### src/common/cache_params.svh
/* cache geometry; the replacement tree is fixed to 4 ways
   a line address is the word address without its word-select bits */
`ifndef CACHE_PARAMS_SVH
`define CACHE_PARAMS_SVH

`define CACHE_WAYS    4
`define CACHE_INDEX_W 4
`define CACHE_ADDR_W  25  // word address
`define CACHE_WORDS   4   // words per line
`define CACHE_WORD_W  32

`endif

### src/common/cache_pkg.sv
/* shared types for the cache and its testbench
   all widths follow the macros in cache_params.svh */
`include "cache_params.svh"

package cache_pkg;

    typedef logic [`CACHE_WORD_W-1:0]                 word_t;
    typedef logic [`CACHE_WORDS*`CACHE_WORD_W-1:0]    line_t;
    typedef logic [`CACHE_ADDR_W-1:0]                 p_addr_t;
    typedef logic [`CACHE_ADDR_W-$clog2(`CACHE_WORDS)-1:0] line_addr_t;
    typedef logic [`CACHE_INDEX_W-1:0]                index_t;
    typedef logic [$bits(line_addr_t)-`CACHE_INDEX_W-1:0] tag_t;
    typedef logic [`CACHE_WAYS-1:0]                   way_sel_t;  // one-hot
    typedef logic [$clog2(`CACHE_WAYS)-1:0]           way_num_t;

    typedef struct packed {
        logic dirty;
        logic valid;
        tag_t tag;
    } tag_entry_t;

    // processor request, held while waitrequest is high
    typedef struct packed {
        p_addr_t                      addr;
        logic [`CACHE_WORD_W/8-1:0]   byte_en;
        word_t                        writedata;
        logic                         read;
        logic                         write;
    } p_req_t;

    typedef struct packed {
        line_addr_t addr;
        line_t      writedata;
        logic       read;
        logic       write;
    } m_req_t;

    typedef struct packed {
        logic hit;
        logic valid;
        logic dirty;
    } way_stat_t;

endpackage

### src/cache/cache_ram.sv
/* registered read, write-first on a same-index write
   no reset; contents are undefined until written */
module cache_ram #(
    parameter type entry_t = logic,
    parameter int  depth_w = $bits(cache_pkg::index_t)
) (
    input  logic              clk,
    input  logic              i_wr_en,
    input  cache_pkg::index_t i_wr_index,
    input  entry_t            i_wr_data,
    input  cache_pkg::index_t i_rd_index,
    output entry_t            o_rd_data
);

    entry_t mem [2**depth_w];

    always_ff @(posedge clk) begin
        if (i_wr_en) mem[i_wr_index] <= i_wr_data;
        // bypass so a fill is visible to the next merge
        if (i_wr_en && (i_wr_index == i_rd_index)) o_rd_data <= i_wr_data;
        else o_rd_data <= mem[i_rd_index];
    end

endmodule

### src/cache/cache_way.sv
/* one way: data line RAM plus tag RAM
   a write strobe with no word enabled clears the entry (reset sweep) */
`include "cache_params.svh"

module cache_way (
    input  logic                        clk,
    input  cache_pkg::index_t           i_index,
    input  cache_pkg::tag_t             i_tag,
    input  logic                        i_write,
    input  logic                        i_fill,     // fill for a read, stays clean
    input  logic [`CACHE_WORDS-1:0]     i_word_en,
    input  logic [`CACHE_WORD_W/8-1:0]  i_byte_en,
    input  cache_pkg::line_t            i_wr_line,
    output cache_pkg::line_t            o_rd_line,
    output cache_pkg::way_stat_t        o_stat,
    output cache_pkg::line_addr_t       o_wb_addr
);
    import cache_pkg::*;

    tag_entry_t tag_rd;
    tag_entry_t tag_wr;
    line_t      line_wr;

    // byte lanes of the enabled words replace the stored line
    always_comb begin
        line_wr = o_rd_line;
        for (int w = 0; w < `CACHE_WORDS; w++) begin
            for (int b = 0; b < `CACHE_WORD_W/8; b++) begin
                if (i_word_en[w] && i_byte_en[b])
                    line_wr[w*`CACHE_WORD_W + b*8 +: 8] = i_wr_line[w*`CACHE_WORD_W + b*8 +: 8];
            end
        end
    end

    assign tag_wr.valid = |i_word_en;
    assign tag_wr.dirty = (|i_word_en) && !i_fill;
    assign tag_wr.tag   = i_tag;

    cache_ram #(.entry_t(line_t)) data_ram_inst (
        .clk        (clk),
        .i_wr_en    (i_write && (|i_word_en)),
        .i_wr_index (i_index),
        .i_wr_data  (line_wr),
        .i_rd_index (i_index),
        .o_rd_data  (o_rd_line)
    );

    cache_ram #(.entry_t(tag_entry_t)) tag_ram_inst (
        .clk        (clk),
        .i_wr_en    (i_write),
        .i_wr_index (i_index),
        .i_wr_data  (tag_wr),
        .i_rd_index (i_index),
        .o_rd_data  (tag_rd)
    );

    assign o_stat = '{hit:   tag_rd.valid && (tag_rd.tag == i_tag),
                      valid: tag_rd.valid,
                      dirty: tag_rd.dirty};
    assign o_wb_addr = {tag_rd.tag, i_index};  // index held since the compare

endmodule

### config.mk
export PLATFORM = sky130hd
export DESIGN_NAME = cache_way
export DESIGN_NICKNAME = d
export VERILOG_FILES = /design/src/common/cache_pkg.sv /design/src/cache/cache_ram.sv /design/src/cache/cache_way.sv
export VERILOG_INCLUDE_DIRS = /design/src /design/src/common
export SDC_FILE = /design/constraint.sdc
export NUM_CORES = 2
export LEC_CHECK = 0
export CAP_MARGIN = 10
export CORE_UTILIZATION = 30
export CTS_CLUSTER_SIZE = 28
export DETAILED_ROUTE_END_ITERATION = 16
export DONT_BUFFER_PORTS = 1
export GPL_TIMING_DRIVEN = 0
export PLACE_DENSITY_LB_ADDON = 0.3
export SLEW_MARGIN = 10
export SYNTH_ARGS = -nofsm -noshare
export SYNTH_HDL_FRONTEND = slang
export SYNTH_SLANG_ARGS = --single-unit
### constraint.sdc
create_clock -name clk -period 9.5 [get_ports clk]
set_input_delay 2.85 -clock clk [delete_from_list [all_inputs] [get_ports clk]]
set_output_delay 2.85 -clock clk [all_outputs]
set_load 0.01 [all_outputs]
==> run_results.csv <==
group,metric,value,unit
floorplanning,core_region_area,304000,sq um
layout,multi_input_area,19400,sq um
logic_synthesis,synth_largest_area_cell,"edfxtp_1",
timing,hold_viol,0,
drt,drt-pass1-iter-count,5,
logic_synthesis,synthDistinctLibCells,47,
cts,root_buffer,"clkbuf_16",
drt,final_antenna_net_count,0,
global_route,grt-ovfl-total,0,
timing,setup_viol,0,
worst_setup_path,r2r_cells,7,
global_route,antenna_found_initial,77,
logic_synthesis,synth_edf_count,2384,
cts,cts_hold_buf,0,
logic_synthesis,avgSynthCellArea,24.9,sq um
hold_path,min_to,"data_ram_inst.mem[11][15]$_DFFE_PP_",
place,detailed_place.area,101000,sq um
status,status,"complete, no violations",
logic_synthesis,seq_area_frac_synth,78.1,%
cts,cts_buffer_depth,4,
place,place.gp.congestion,0.786,
worst_setup_path,path_common_cell,"buf_2",
cts,cts_setup_buffers,0,
pwr,power_density,210,nW/um^2
floorplanning,initial_utilization,30.2,%
global_route,grt_pass1_vias,43600,
timing,slew_viol_final,0,
worst_setup_path,path_delay_family,"buffers and inverters",
drt,drc,0,
place,hpwlAfterDp,172000,um
cts,cts_tree,"yes",
logic_synthesis,synth_most_common_cell,"edfxtp_1",
timing,slew_headroom,18.4,%
layout,fillers,27600,
drt,vias_per_cell,5.06,
cts,clk_latency,0.91,ns
worst_setup_path,timing.reg2reg.setup_slack,4.72,ns
floorplanning,num_rows,202,
logic_synthesis,synthTopCellsByCount,"2,384 x edfxtp_1, 712 x mux4_2, 129 x mux2_2",
logic_synthesis,ys.flop_type,"edfxtp_1",
timing,rsz0062_at_grt,"false",
logic_synthesis,synth_warnings,0,
worst_setup_path,cp_cell_sequence,"buf_2 > inv_2 > buf_2 > buf_1 > clkbuf_1 > o311ai_0 > a221oi_1 > and4_1",
drt,drtIter0Drc,4215,
timing,finClkSkew,0.0867,ns
worst_setup_path,critPathLaunchType,"flop",
floorplanning,die_w,555,um
logic_synthesis,netlist_top_cells_area,"edfxtp_1 78%, mux4_2 17%, mux2_2 1.6%",
pwr,irDropWorstVdd,0.160,mV
worst_setup_path,crit_required,6.65,ns
worst_setup_path,critPathMaxStageDelay,0.68,ns
timing,timing.final.crit_period,8.21,ns
drt,vias,42500,
worst_setup_path,worstSetupEndpointType,"output pin",
worst_setup_path,path_buf_inv,5,
logic_synthesis,synth_seq_cells,2388,
layout,num-nets-final,4260,
cts,clk_pin_slew,0.06,ns
floorplanning,die_y,555,um
hold_path,min_from,"data_ram_inst.mem[10][15]$_DFFE_PP_",
timing,clock.fmax,122,MHz
cts,cts_made_buffers,245,
timing,setup_ws,1.29,ns
place,portBuffers,0,
logic_synthesis,async_flop_share,0,%
layout,regArea,71700,sq um
floorplanning,dieArea,308000,sq um
worst_setup_path,crit_arrival,5.36,ns
cts,ctsResizeCount,0,
drt,wire_per_inst,31.0,um
logic_synthesis,syn-num-nets,3852,
hold_path,min_path_type,"reg2reg",
cts,htree_levels,4,
layout,final_area,108000,sq um
layout,drive_above_1_share,35.7,%
timing,worstMarginPinSlew,1.22,ns
logic_synthesis,syn_inst,3690,
cts,cts_sinks,2388,
job,drv_cap,0,
place,preCtsSetupSlack,2.09,ns
pwr,leakagePower,33.3,nW
timing,period_share,86.4,%
logic_synthesis,yosys.area.top_type_share,78.0,%
drt,wl,261000,um
global_route,gr-usage-all-layers,16.7,%
worst_setup_path,r2r_end,"data_ram_inst.mem[10][83]$_DFFE_PP_",
timing,tns,0,ns
logic_synthesis,syn-cell-area,91800,sq um
hold_path,hold_depth,3,
worst_setup_path,critPathSlowestCell,"inv_2",
worst_setup_path,cp_max_fo,10,
global_route,grt_pass1_wl,359000,um
global_route,grt_max_degree,22,
floorplanning,ios,316,
worst_setup_path,critPathKind,"reg2out",
layout,areaGrowthSynthToFinish,18.1,%
==> cell usage in the layout (no fill, tap or decap), types with 10 or more instances in the layout <==
cell and count:
o21ai_0 10, clkbuf_16 246, buf_4 21, mux2i_1 35, clkbuf_2 10, nand2_1 46, clkinv_2 55, o22ai_1 10
buf_6 15, a211oi_1 10, mux4_2 712, nor2b_1 13, clkinv_1 59, clkbuf_1 69, mux2_2 129, diode_2 25
nor2_1 16, buf_16 58, xor2_1 10, nor2_4 28, bufinv_16 17, buf_12 91, edfxtp_1 2384, buf_2 121
buf_1 12, a22oi_1 12
==> worst max path at each step <==
stage	to	cells past startpoint
5_1_grt	o_stat[2]	8
3_3_place_gp	data_ram_inst.mem[12][33]$_DFFE_PP_	5
3_5_place_dp	o_stat[2]	8
4_1_cts	o_stat[2]	8
6_report	o_stat[2]	8
2_1_floorplan	data_ram_inst.mem[13][0]$_DFFE_PP_	5
==> stage by stage <==
stage / total power [W] / cells / hold WS (ns) / utilization [%]
6_report: 0.0228 / 8406 / 1.25 / 35.7
5_1_grt: 0.0235 / 8389 / 1.30 / 35.7
4_1_cts: 0.0230 / 8381 / 1.24 / 35.7
3_5_place_dp: 0.0137 / 7931 / 1.30 / 33.2
3_3_place_gp: 0.0137 / 7770 / 1.25 / 31.9
2_1_floorplan: 0.0131 / 3690 / 1.17 / -
==> layer usage <==
| metal | global-route usage (%) | vias up | share of wire (%) |
|---|---|---|---|
| met5 | 0 | - | 0.076 |
| met4 | 3.95 | 30 | 2.5 |
| met3 | 3.78 | 377 | 7.2 |
| met2 | 28.5 | 1469 | 50 |
| met1 | 21.6 | 23700 | 40 |
| li1 | - | 17000 | - |
==> cell type report <==
cell class	count	area share (%)
antenna	25	0.0577
buffer	189	0.909
clock buffer	298	5.90
clock inverter	152	1.17
inverter	6	0.0208
multi-input combinational	1107	17.9
sequential	2388	66.1
tap	4080	4.71
timing repair buffer	161	3.27
==> registers in the layout (all words and copies together), names as in the netlist, named ones only <==
register and cells:
data_ram_inst.mem 2048, tag_ram_inst.mem 336
==> where the power goes <==
part	internal, W	switching [W]	total [W]
combinational	0.000516	0.000964	0.00148
clock	0.00524	0.00405	0.00929
sequential	0.0120	0.0000302	0.0120
==> worst min-delay path: cells and delay by family (launching register included) <==
family	cells	cell delay, ns
multiplexers	3	0.85
flip-flops	1	0.31
==> kinds of logic after synthesis <==
logic type	after synthesis	synth area share, %
muxes	876	19.4
buffers and inverters	195	1.08
xor gates and xnor gates	19	0.181
DFF	2388	78.1
and+or+nand+nor	137	0.680
AOI/OAI and AO/OA	75	0.576
Note: power is estimated with default switching activity, not from simulation.
