## src/common/cache_params.svh

```systemverilog
/* cache geometry; the replacement tree is fixed to 4 ways
   a line address is the word address without its word-select bits */
`ifndef CACHE_PARAMS_SVH
`define CACHE_PARAMS_SVH

`define CACHE_WAYS    4
`define CACHE_INDEX_W 4
`define CACHE_ADDR_W  25  // word address
`define CACHE_WORDS   4   // words per line
`define CACHE_WORD_W  32

`endif

```

## src/common/cache_pkg.sv

```systemverilog
/* shared types for the cache and its testbench
   all widths follow the macros in cache_params.svh */
`include "cache_params.svh"

package cache_pkg;

    typedef logic [`CACHE_WORD_W-1:0]                 word_t;
    typedef logic [`CACHE_WORDS*`CACHE_WORD_W-1:0]    line_t;
    typedef logic [`CACHE_ADDR_W-1:0]                 p_addr_t;
    typedef logic [`CACHE_ADDR_W-$clog2(`CACHE_WORDS)-1:0] line_addr_t;
    typedef logic [`CACHE_INDEX_W-1:0]                index_t;
    typedef logic [$bits(line_addr_t)-`CACHE_INDEX_W-1:0] tag_t;
    typedef logic [`CACHE_WAYS-1:0]                   way_sel_t;  // one-hot
    typedef logic [$clog2(`CACHE_WAYS)-1:0]           way_num_t;

    typedef struct packed {
        logic dirty;
        logic valid;
        tag_t tag;
    } tag_entry_t;

    // processor request, held while waitrequest is high
    typedef struct packed {
        p_addr_t                      addr;
        logic [`CACHE_WORD_W/8-1:0]   byte_en;
        word_t                        writedata;
        logic                         read;
        logic                         write;
    } p_req_t;

    typedef struct packed {
        line_addr_t addr;
        line_t      writedata;
        logic       read;
        logic       write;
    } m_req_t;

    typedef struct packed {
        logic hit;
        logic valid;
        logic dirty;
    } way_stat_t;

endpackage

```

## src/cache/cache_ram.sv

```systemverilog
/* registered read, write-first on a same-index write
   no reset; contents are undefined until written */
module cache_ram #(
    parameter type entry_t = logic,
    parameter int  depth_w = $bits(cache_pkg::index_t)
) (
    input  logic              clk,
    input  logic              i_wr_en,
    input  cache_pkg::index_t i_wr_index,
    input  entry_t            i_wr_data,
    input  cache_pkg::index_t i_rd_index,
    output entry_t            o_rd_data
);

    entry_t mem [2**depth_w];

    always_ff @(posedge clk) begin
        if (i_wr_en) mem[i_wr_index] <= i_wr_data;
        // bypass so a fill is visible to the next merge
        if (i_wr_en && (i_wr_index == i_rd_index)) o_rd_data <= i_wr_data;
        else o_rd_data <= mem[i_rd_index];
    end

endmodule

```

## src/cache/plru_tree.sv

```systemverilog
/* 3-bit tree pseudo-LRU for 4 ways
   victim is valid one cycle after the index; bits change on the access edge */
module plru_tree (
    input  logic                clk,
    input  cache_pkg::index_t   i_index,
    input  logic                i_clear,
    input  logic                i_access,
    input  cache_pkg::way_num_t i_way,
    output cache_pkg::way_num_t o_victim
);

    logic [2:0] lru_rd;
    logic [2:0] lru_wr;

    // bit 0 picks the older half, bit 1 ways 0/1, bit 2 ways 2/3
    always_comb begin
        lru_wr    = lru_rd;
        lru_wr[0] = ~i_way[1];  // point at the other half
        if (i_way[1])
            lru_wr[2] = ~i_way[0];
        else
            lru_wr[1] = ~i_way[0];
        if (i_clear) lru_wr = '0;
    end

    cache_ram #(.entry_t(logic [2:0])) lru_ram_inst (
        .clk        (clk),
        .i_wr_en    (i_access || i_clear),
        .i_wr_index (i_index),
        .i_wr_data  (lru_wr),
        .i_rd_index (i_index),
        .o_rd_data  (lru_rd)
    );

    assign o_victim = lru_rd[0] ? {1'b1, lru_rd[2]} : {1'b0, lru_rd[1]};

endmodule

```

## config.mk

```make
export PLATFORM = sky130hd
export DESIGN_NAME = plru_tree
export DESIGN_NICKNAME = d
export VERILOG_FILES = /design/src/common/cache_pkg.sv /design/src/cache/cache_ram.sv /design/src/cache/plru_tree.sv
export VERILOG_INCLUDE_DIRS = /design/src /design/src/common
export SDC_FILE = /design/constraint.sdc
export NUM_CORES = 1
export LEC_CHECK = 0
export BUFFER_PORTS_ARGS = -buffer_cell sky130_fd_sc_hd__buf_2
export CELL_PAD_IN_SITES_DETAIL_PLACEMENT = 1
export CELL_PAD_IN_SITES_GLOBAL_PLACEMENT = 1
export CORE_ASPECT_RATIO = 1.4
export CORE_UTILIZATION = 33
export CTS_CLUSTER_DIAMETER = 150
export DETAILED_ROUTE_END_ITERATION = 12
export GPL_TIMING_DRIVEN = 0
export PLACE_DENSITY = 0.5
export SYNTH_ARGS = -nofsm -noshare
export SYNTH_HDL_FRONTEND = slang
export SYNTH_SLANG_ARGS = --single-unit
```

## constraint.sdc

```tcl
create_clock -name clk -period 2.8 [get_ports clk]
set_input_delay 0.42 -clock clk [delete_from_list [all_inputs] [get_ports clk]]
set_output_delay 0.42 -clock clk [all_outputs]
set_load 0.01 [all_outputs]
```

==> results.tsv, run 1 <==
metric	value	unit
Post-Place Cells	193	
Hold Crit Class	in2reg	
Power, Total	1.359	mW
height of the die	96.35	um
vias in the first global route	1101	
Crit Path Max Fanout	10	
Largest regs	lru_ram_inst.mem (48)	
Max VDD drop	231.1	uV
Hold Fails Final Rpt	0	
Clock Pin Slew Worst Setup and Hold Paths	0.08	ns
Yosys warning total	0	
Rows	34	
area of the multi-input gates	558.0	um^2
WP data required	2.38	ns
non-filler cells, final	198	
IO Port Bufs	10	
Final Util	37.48	%
CTS tree	yes	
Post-DP HPWL	3055	um
hold buffers post-CTS	0	
# setup viols final	0	
LEAKAGE	0.7552	nW
Setup TNS Final	0	ns
commonest non-fill, non-tap cell in the layout	edfxtp_1	
CTS Root Cell	clkbuf_8	
drt wl/cell	20.62	um
pre-CTS setup slack	0.3411	ns
most frequent cells in the layout	edfxtp_1 (48), nor2_1 (16), mux4_1 (10), buf_2 (10)	
antenna cells	0	
drt pass-1 iters	4	
initial antenna violation count	0	
number of synthesized flops with an enable pin	48	
GRT Util Overall	13.17	%
Final WS setup	0.1608	ns
Starting Density	34.02	%
worst hold slack	0.2884	ns
critical path class	reg2out	
synth-to-layout area growth	10.20	%
via count	1019	
max FFs per register	48	
fmax	378.9	MHz
Vias/cell	5.146	
worst hold stages	1	
Mapped Avg Cell Area	18.90	um^2
Cell variety after synth	23	
fin. max-slew vios	0	
Gate Count Post-Synth	111	
Slew @ Worst Pin	1.093	ns
share of layout cells above drive strength 1	19.84	%
outcome	finished, final reports clean	
Slew HR	26.86	%
pin count of the biggest net entering global routing	18	
Power Dens Cells	587.7	nW/um^2
clk_skew	0.005827	ns
CP arrival	2.22	ns
fin crit share	94.26	%
Max Cap Violations	0	
maximum buffer depth of the clock tree	2	
Final min period	2.639	ns
first-pass GRT wire length	6147	um
Core ar.	6168	um^2
RSZ-0062 raised after global routing	false	
gr ovfl total	0	
CTS sink count	52	
drt initial violations	43	
Fillers	601	
nature of the critical path endpoint	output port	
Hold Crit Start	i_index[2]	
Largest Register	lru_ram_inst.mem	
Die ar.	6686	um^2
CTS H-tree depth	2	
drt total wl	4082	um
Nets	137	
post-synthesis async set-or-reset flop share	0	%
Primary FF master, synth	edfxtp_1	
fin area	2312	um^2
worst r2r path cells	5	
Die X	69.39	um
antenna-violating nets left	0	
Ports	11	
syn nets	120	
Post-route DRC	0	
element type at the critical path start	flop	
Area after DPL	2238	um^2
post-synthesis register bit count	52	
total CTS buffers	5	
mapped cell area	2098	um^2
area occupied by registers	1521	um^2
register area share after synthesis	72.51	%
clk_lat worst skew	0.30	ns
routability cong.	0.7199	
==> routing by layer <==
| layer | share of wire [%] | global-route usage, % | vias to the layer above |
|---|---|---|---|
| met4 | 1.1 | 5.102 | 0 |
| li1 | - | - | 485 |
| met5 | 0 | 0 | - |
| met3 | 2.2 | 2.513 | 5 |
| met1 | 41 | 14.37 | 514 |
| met2 | 55 | 25.16 | 15 |
==> cell families after synthesis <==
group                  count (synthesis)  synth area share (%)
multiplexers                          13                 15.21
AO/OA/AOI/OAI                          9                 3.757
flip-flops                            52                 72.51
AND/OR/NAND/NOR                       34                 7.633
buffers and inverters                  3                0.8941
==> synth_stat cells, types with 2 or more instances <==
| master | n | area, um^2 |
|---|---|---|
| a22oi_2 | 2 | 25.02 |
| nand2b_1 | 2 | 12.51 |
| nor2b_1 | 2 | 12.51 |
| mux4_2 | 2 | 45.04 |
| a22oi_1 | 4 | 30.03 |
| dfxtp_1 | 4 | 80.08 |
| edfxtp_1 | 48 | 1441 |
| nor3_1 | 5 | 25.02 |
| mux4_1 | 10 | 262.8 |
| nand2_1 | 4 | 15.01 |
| nor2_1 | 16 | 60.06 |
==> what timing repair did <==
item / CTS / global route
setup endpoints to repair: 0 / 1
setup buffers: 0 / 0
gates resized for setup: 0 / 3
==> final cells by class <==
cell class              count  area share [%]
well taps                  72           3.896
flip-flops and latches     52           65.80
inverters                   1          0.1623
plain buffers               2          0.8658
clock buffers               5           2.976
multi-input cells          56           24.13
repair buffers             10           2.164
==> worst max-delay path, cell delays in order (launching register included) <==
cell and delay [ns]:
dfxtp_1 0.41, buf_8 0.19, mux4_1 0.60, a22oi_1 0.23, nand2_1 0.10, mux2_2 0.27, buf_2 0.14
==> where the power goes <==
group | switching, mW | internal, mW | leakage, nW
clock | 0.218 | 0.162 | 0.0359
combinational | 0.0617 | 0.0417 | 0.261
sequential | 0.00601 | 0.870 | 0.458
total | 0.285 | 1.07 | 0.755
==> path summary, 6_finish.rpt <==
check	endpoint	slack, ns
max	o_victim[0]	0.16
min	flop	0.29
max reg2reg	lru_ram_inst.mem[0][2]$_DFFE_PP_	0.57
min reg2reg	lru_ram_inst.mem[13][1]$_DFFE_PP_	1.28
Note: power is estimated with default switching activity, not from simulation.
==> inputs of run 2 (changes only) <==
--- a/config.mk
+++ b/config.mk
@@ -15,5 +15,5 @@
 export DETAILED_ROUTE_END_ITERATION = 12
 export GPL_TIMING_DRIVEN = 0
-export PLACE_DENSITY = 0.5
+export PLACE_DENSITY = 0.52
 export SYNTH_ARGS = -nofsm -noshare
 export SYNTH_HDL_FRONTEND = slang
==> constraint.sdc (replaced) <==
create_clock -name clk -period 2.15 [get_ports clk]
set_input_delay 0 -clock clk [delete_from_list [all_inputs] [get_ports clk]]
set_output_delay 0 -clock clk [all_outputs]
set_load 0.01 [all_outputs]
==> run 2 against run 1 <==
Compared with the run above: via count rose by 4.2%; highest routed layer unchanged; first-iteration DRC count fell by 19%; critical endpoint unchanged; largest power group unchanged; combinational power rose by 62%.
==> results.tsv, run 2 (same netlist as run 1, synthesis figures left out) <==
metric	value	unit
worst hold stages	2	
max FFs per register	48	
CP arrival	2.09	ns
initial antenna violation count	0	
fin crit share	97.27	%
area occupied by registers	1525	um^2
clk_skew	0.006406	ns
Nets	143	
Largest Register	lru_ram_inst.mem	
fmax	478.2	MHz
Rows	34	
hold endpoint	lru_ram_inst.mem[8][0]$_DFFE_PP_	
vias in the first global route	1156	
element type at the critical path start	flop	
nature of the critical path endpoint	output port	
worst r2r path cells	5	
GRT Util Overall	14.83	%
maximum buffer depth of the clock tree	2	
Max Cap Violations	0	
Slew @ Worst Pin	1.102	ns
IO Port Bufs	10	
Die X	69.39	um
Max VDD drop	382.2	uV
CTS Root Cell	clkbuf_8	
r2r setup slk	0.11	ns
area of the multi-input gates	540.5	um^2
drt total wl	4446	um
Vias/cell	5.206	
slowest CP cell	mux4_2	
antenna-violating nets left	0	
synth-to-layout area growth	13.95	%
fin area	2391	um^2
LEAKAGE	0.7596	nW
share of layout cells above drive strength 1	31.82	%
Final min period	2.091	ns
Ports	11	
most frequent cells in the layout	edfxtp_1 (48), nor2_1 (16), mux4_2 (12)	
Hold Crit Start	i_way[1]	
height of the die	96.35	um
Core ar.	6168	um^2
Hold Fails Final Rpt	0	
drt pass-1 iters	4	
routability cong.	0.7429	
Fillers	604	
drt initial violations	35	
gr ovfl total	0	
Starting Density	34.02	%
outcome	finished, final reports clean	
clk_lat worst skew	0.30	ns
Post-DP HPWL	3120	um
Area after DPL	2238	um^2
R2R Path End	lru_ram_inst.mem[11][2]$_DFFE_PP_	
max incr delay on CP	0.55	ns
# setup viols final	0	
Die ar.	6686	um^2
critical path class	reg2out	
fin. max-slew vios	0	
CP Cell Sequence	buf_16 -> mux4_2 -> a22oi_2 -> nand2_1 -> mux2_4 -> buf_6	
CTS tree	yes	
CTS sink count	52	
via count	1062	
Largest regs	lru_ram_inst.mem (48)	
Slew HR	26.27	%
worst path buffer plus inverter count	2	
Post-route DRC	0	
Power Dens Cells	751.4	nW/um^2
Setup TNS Final	0	ns
total CTS buffers	5	
pin count of the biggest net entering global routing	18	
antenna cells	0	
Hold Crit Class	in2reg	
Clock Pin Slew Worst Setup and Hold Paths	0.08	ns
drt wl/cell	21.79	um
first-pass GRT wire length	6858	um
Crit Path Max Fanout	5	
CTS H-tree depth	2	
RSZ-0062 raised after global routing	true	
WP data required	2.15	ns
top cell family by delay on the critical path	multiplexers	
commonest non-fill, non-tap cell in the layout	edfxtp_1	
==> run 2: report_power, final <==
group	switching, mW	internal (mW)	total [mW]
registers	0.0106	1.13	1.14
clock network	0.276	0.210	0.487
logic	0.0900	0.0770	0.167
total	0.377	1.42	1.80
==> run 2: through the flow <==
| step | total power [mW] | instances | util (%) | hold slack, ns | worst slack (ns) |
|---|---|---|---|---|---|
| 3_5_place_dp | 1.305 | 193 | 36.29 | 0.1593 | -0.3339 |
| 5_1_grt | 1.868 | 204 | 38.76 | 0.3209 | -0.01654 |
| 4_1_cts | 1.804 | 204 | 38.70 | 0.3110 | 0.008646 |
| 3_3_place_gp | 1.297 | 193 | 36.29 | 0.1601 | -0.2245 |
| 2_1_floorplan | 1.247 | 111 | - | 0.02772 | 0.2406 |
| 6_report | 1.797 | 204 | 38.76 | 0.3156 | 0.05876 |
==> run 2: timing repair <==
| action | CTS | global route |
|---|---|---|
| pin swaps | 3 | 5 |
| hold buffers | 4 | 0 |
| cloned | 1 | 0 |
| endpoints found under the hold margin | 4 | 0 |
| endpoints found under the setup margin | 33 | 17 |
| gates resized for setup | 16 | 8 |
| setup buffers | 1 | 0 |
==> run 2: how the worst max path moves through the flow <==
stage,start,to,slack (ns),cells after the start
floorplan,flop,lru_ram_inst.mem[0][1]$_DFFE_PP_,0.24,5
global route,flop,o_victim[0],-0.02,6
CTS,flop,o_victim[0],0.009,6
finish,flop,o_victim[0],0.06,6
global placement,flop,lru_ram_inst.mem[0][2]$_DFFE_PP_,-0.22,5
detailed placement,flop,lru_ram_inst.mem[1][2]$_DFFE_PP_,-0.33,5
==> run 2: area by class of cell <==
class                      count  area share (%)
timing repair buffer          16           5.652
inverter                       1          0.1570
sequential                    52           63.79
tap                           72           3.768
buffer                         2           1.151
clock buffer                   5           2.878
multi-input combinational     56           22.61
==> run 2: routing by layer <==
layer | global-route usage, % | part of all wire [%] | up-vias | wire [um]
li1 | - | - | 486 | -
met1 | 16.82 | 41 | 553 | 1840
met2 | 27.10 | 54 | 17 | 2421
met3 | 3.246 | 2.3 | 6 | 101
met4 | 6.122 | 1.9 | 0 | 83
met5 | 0 | 0 | - | 0
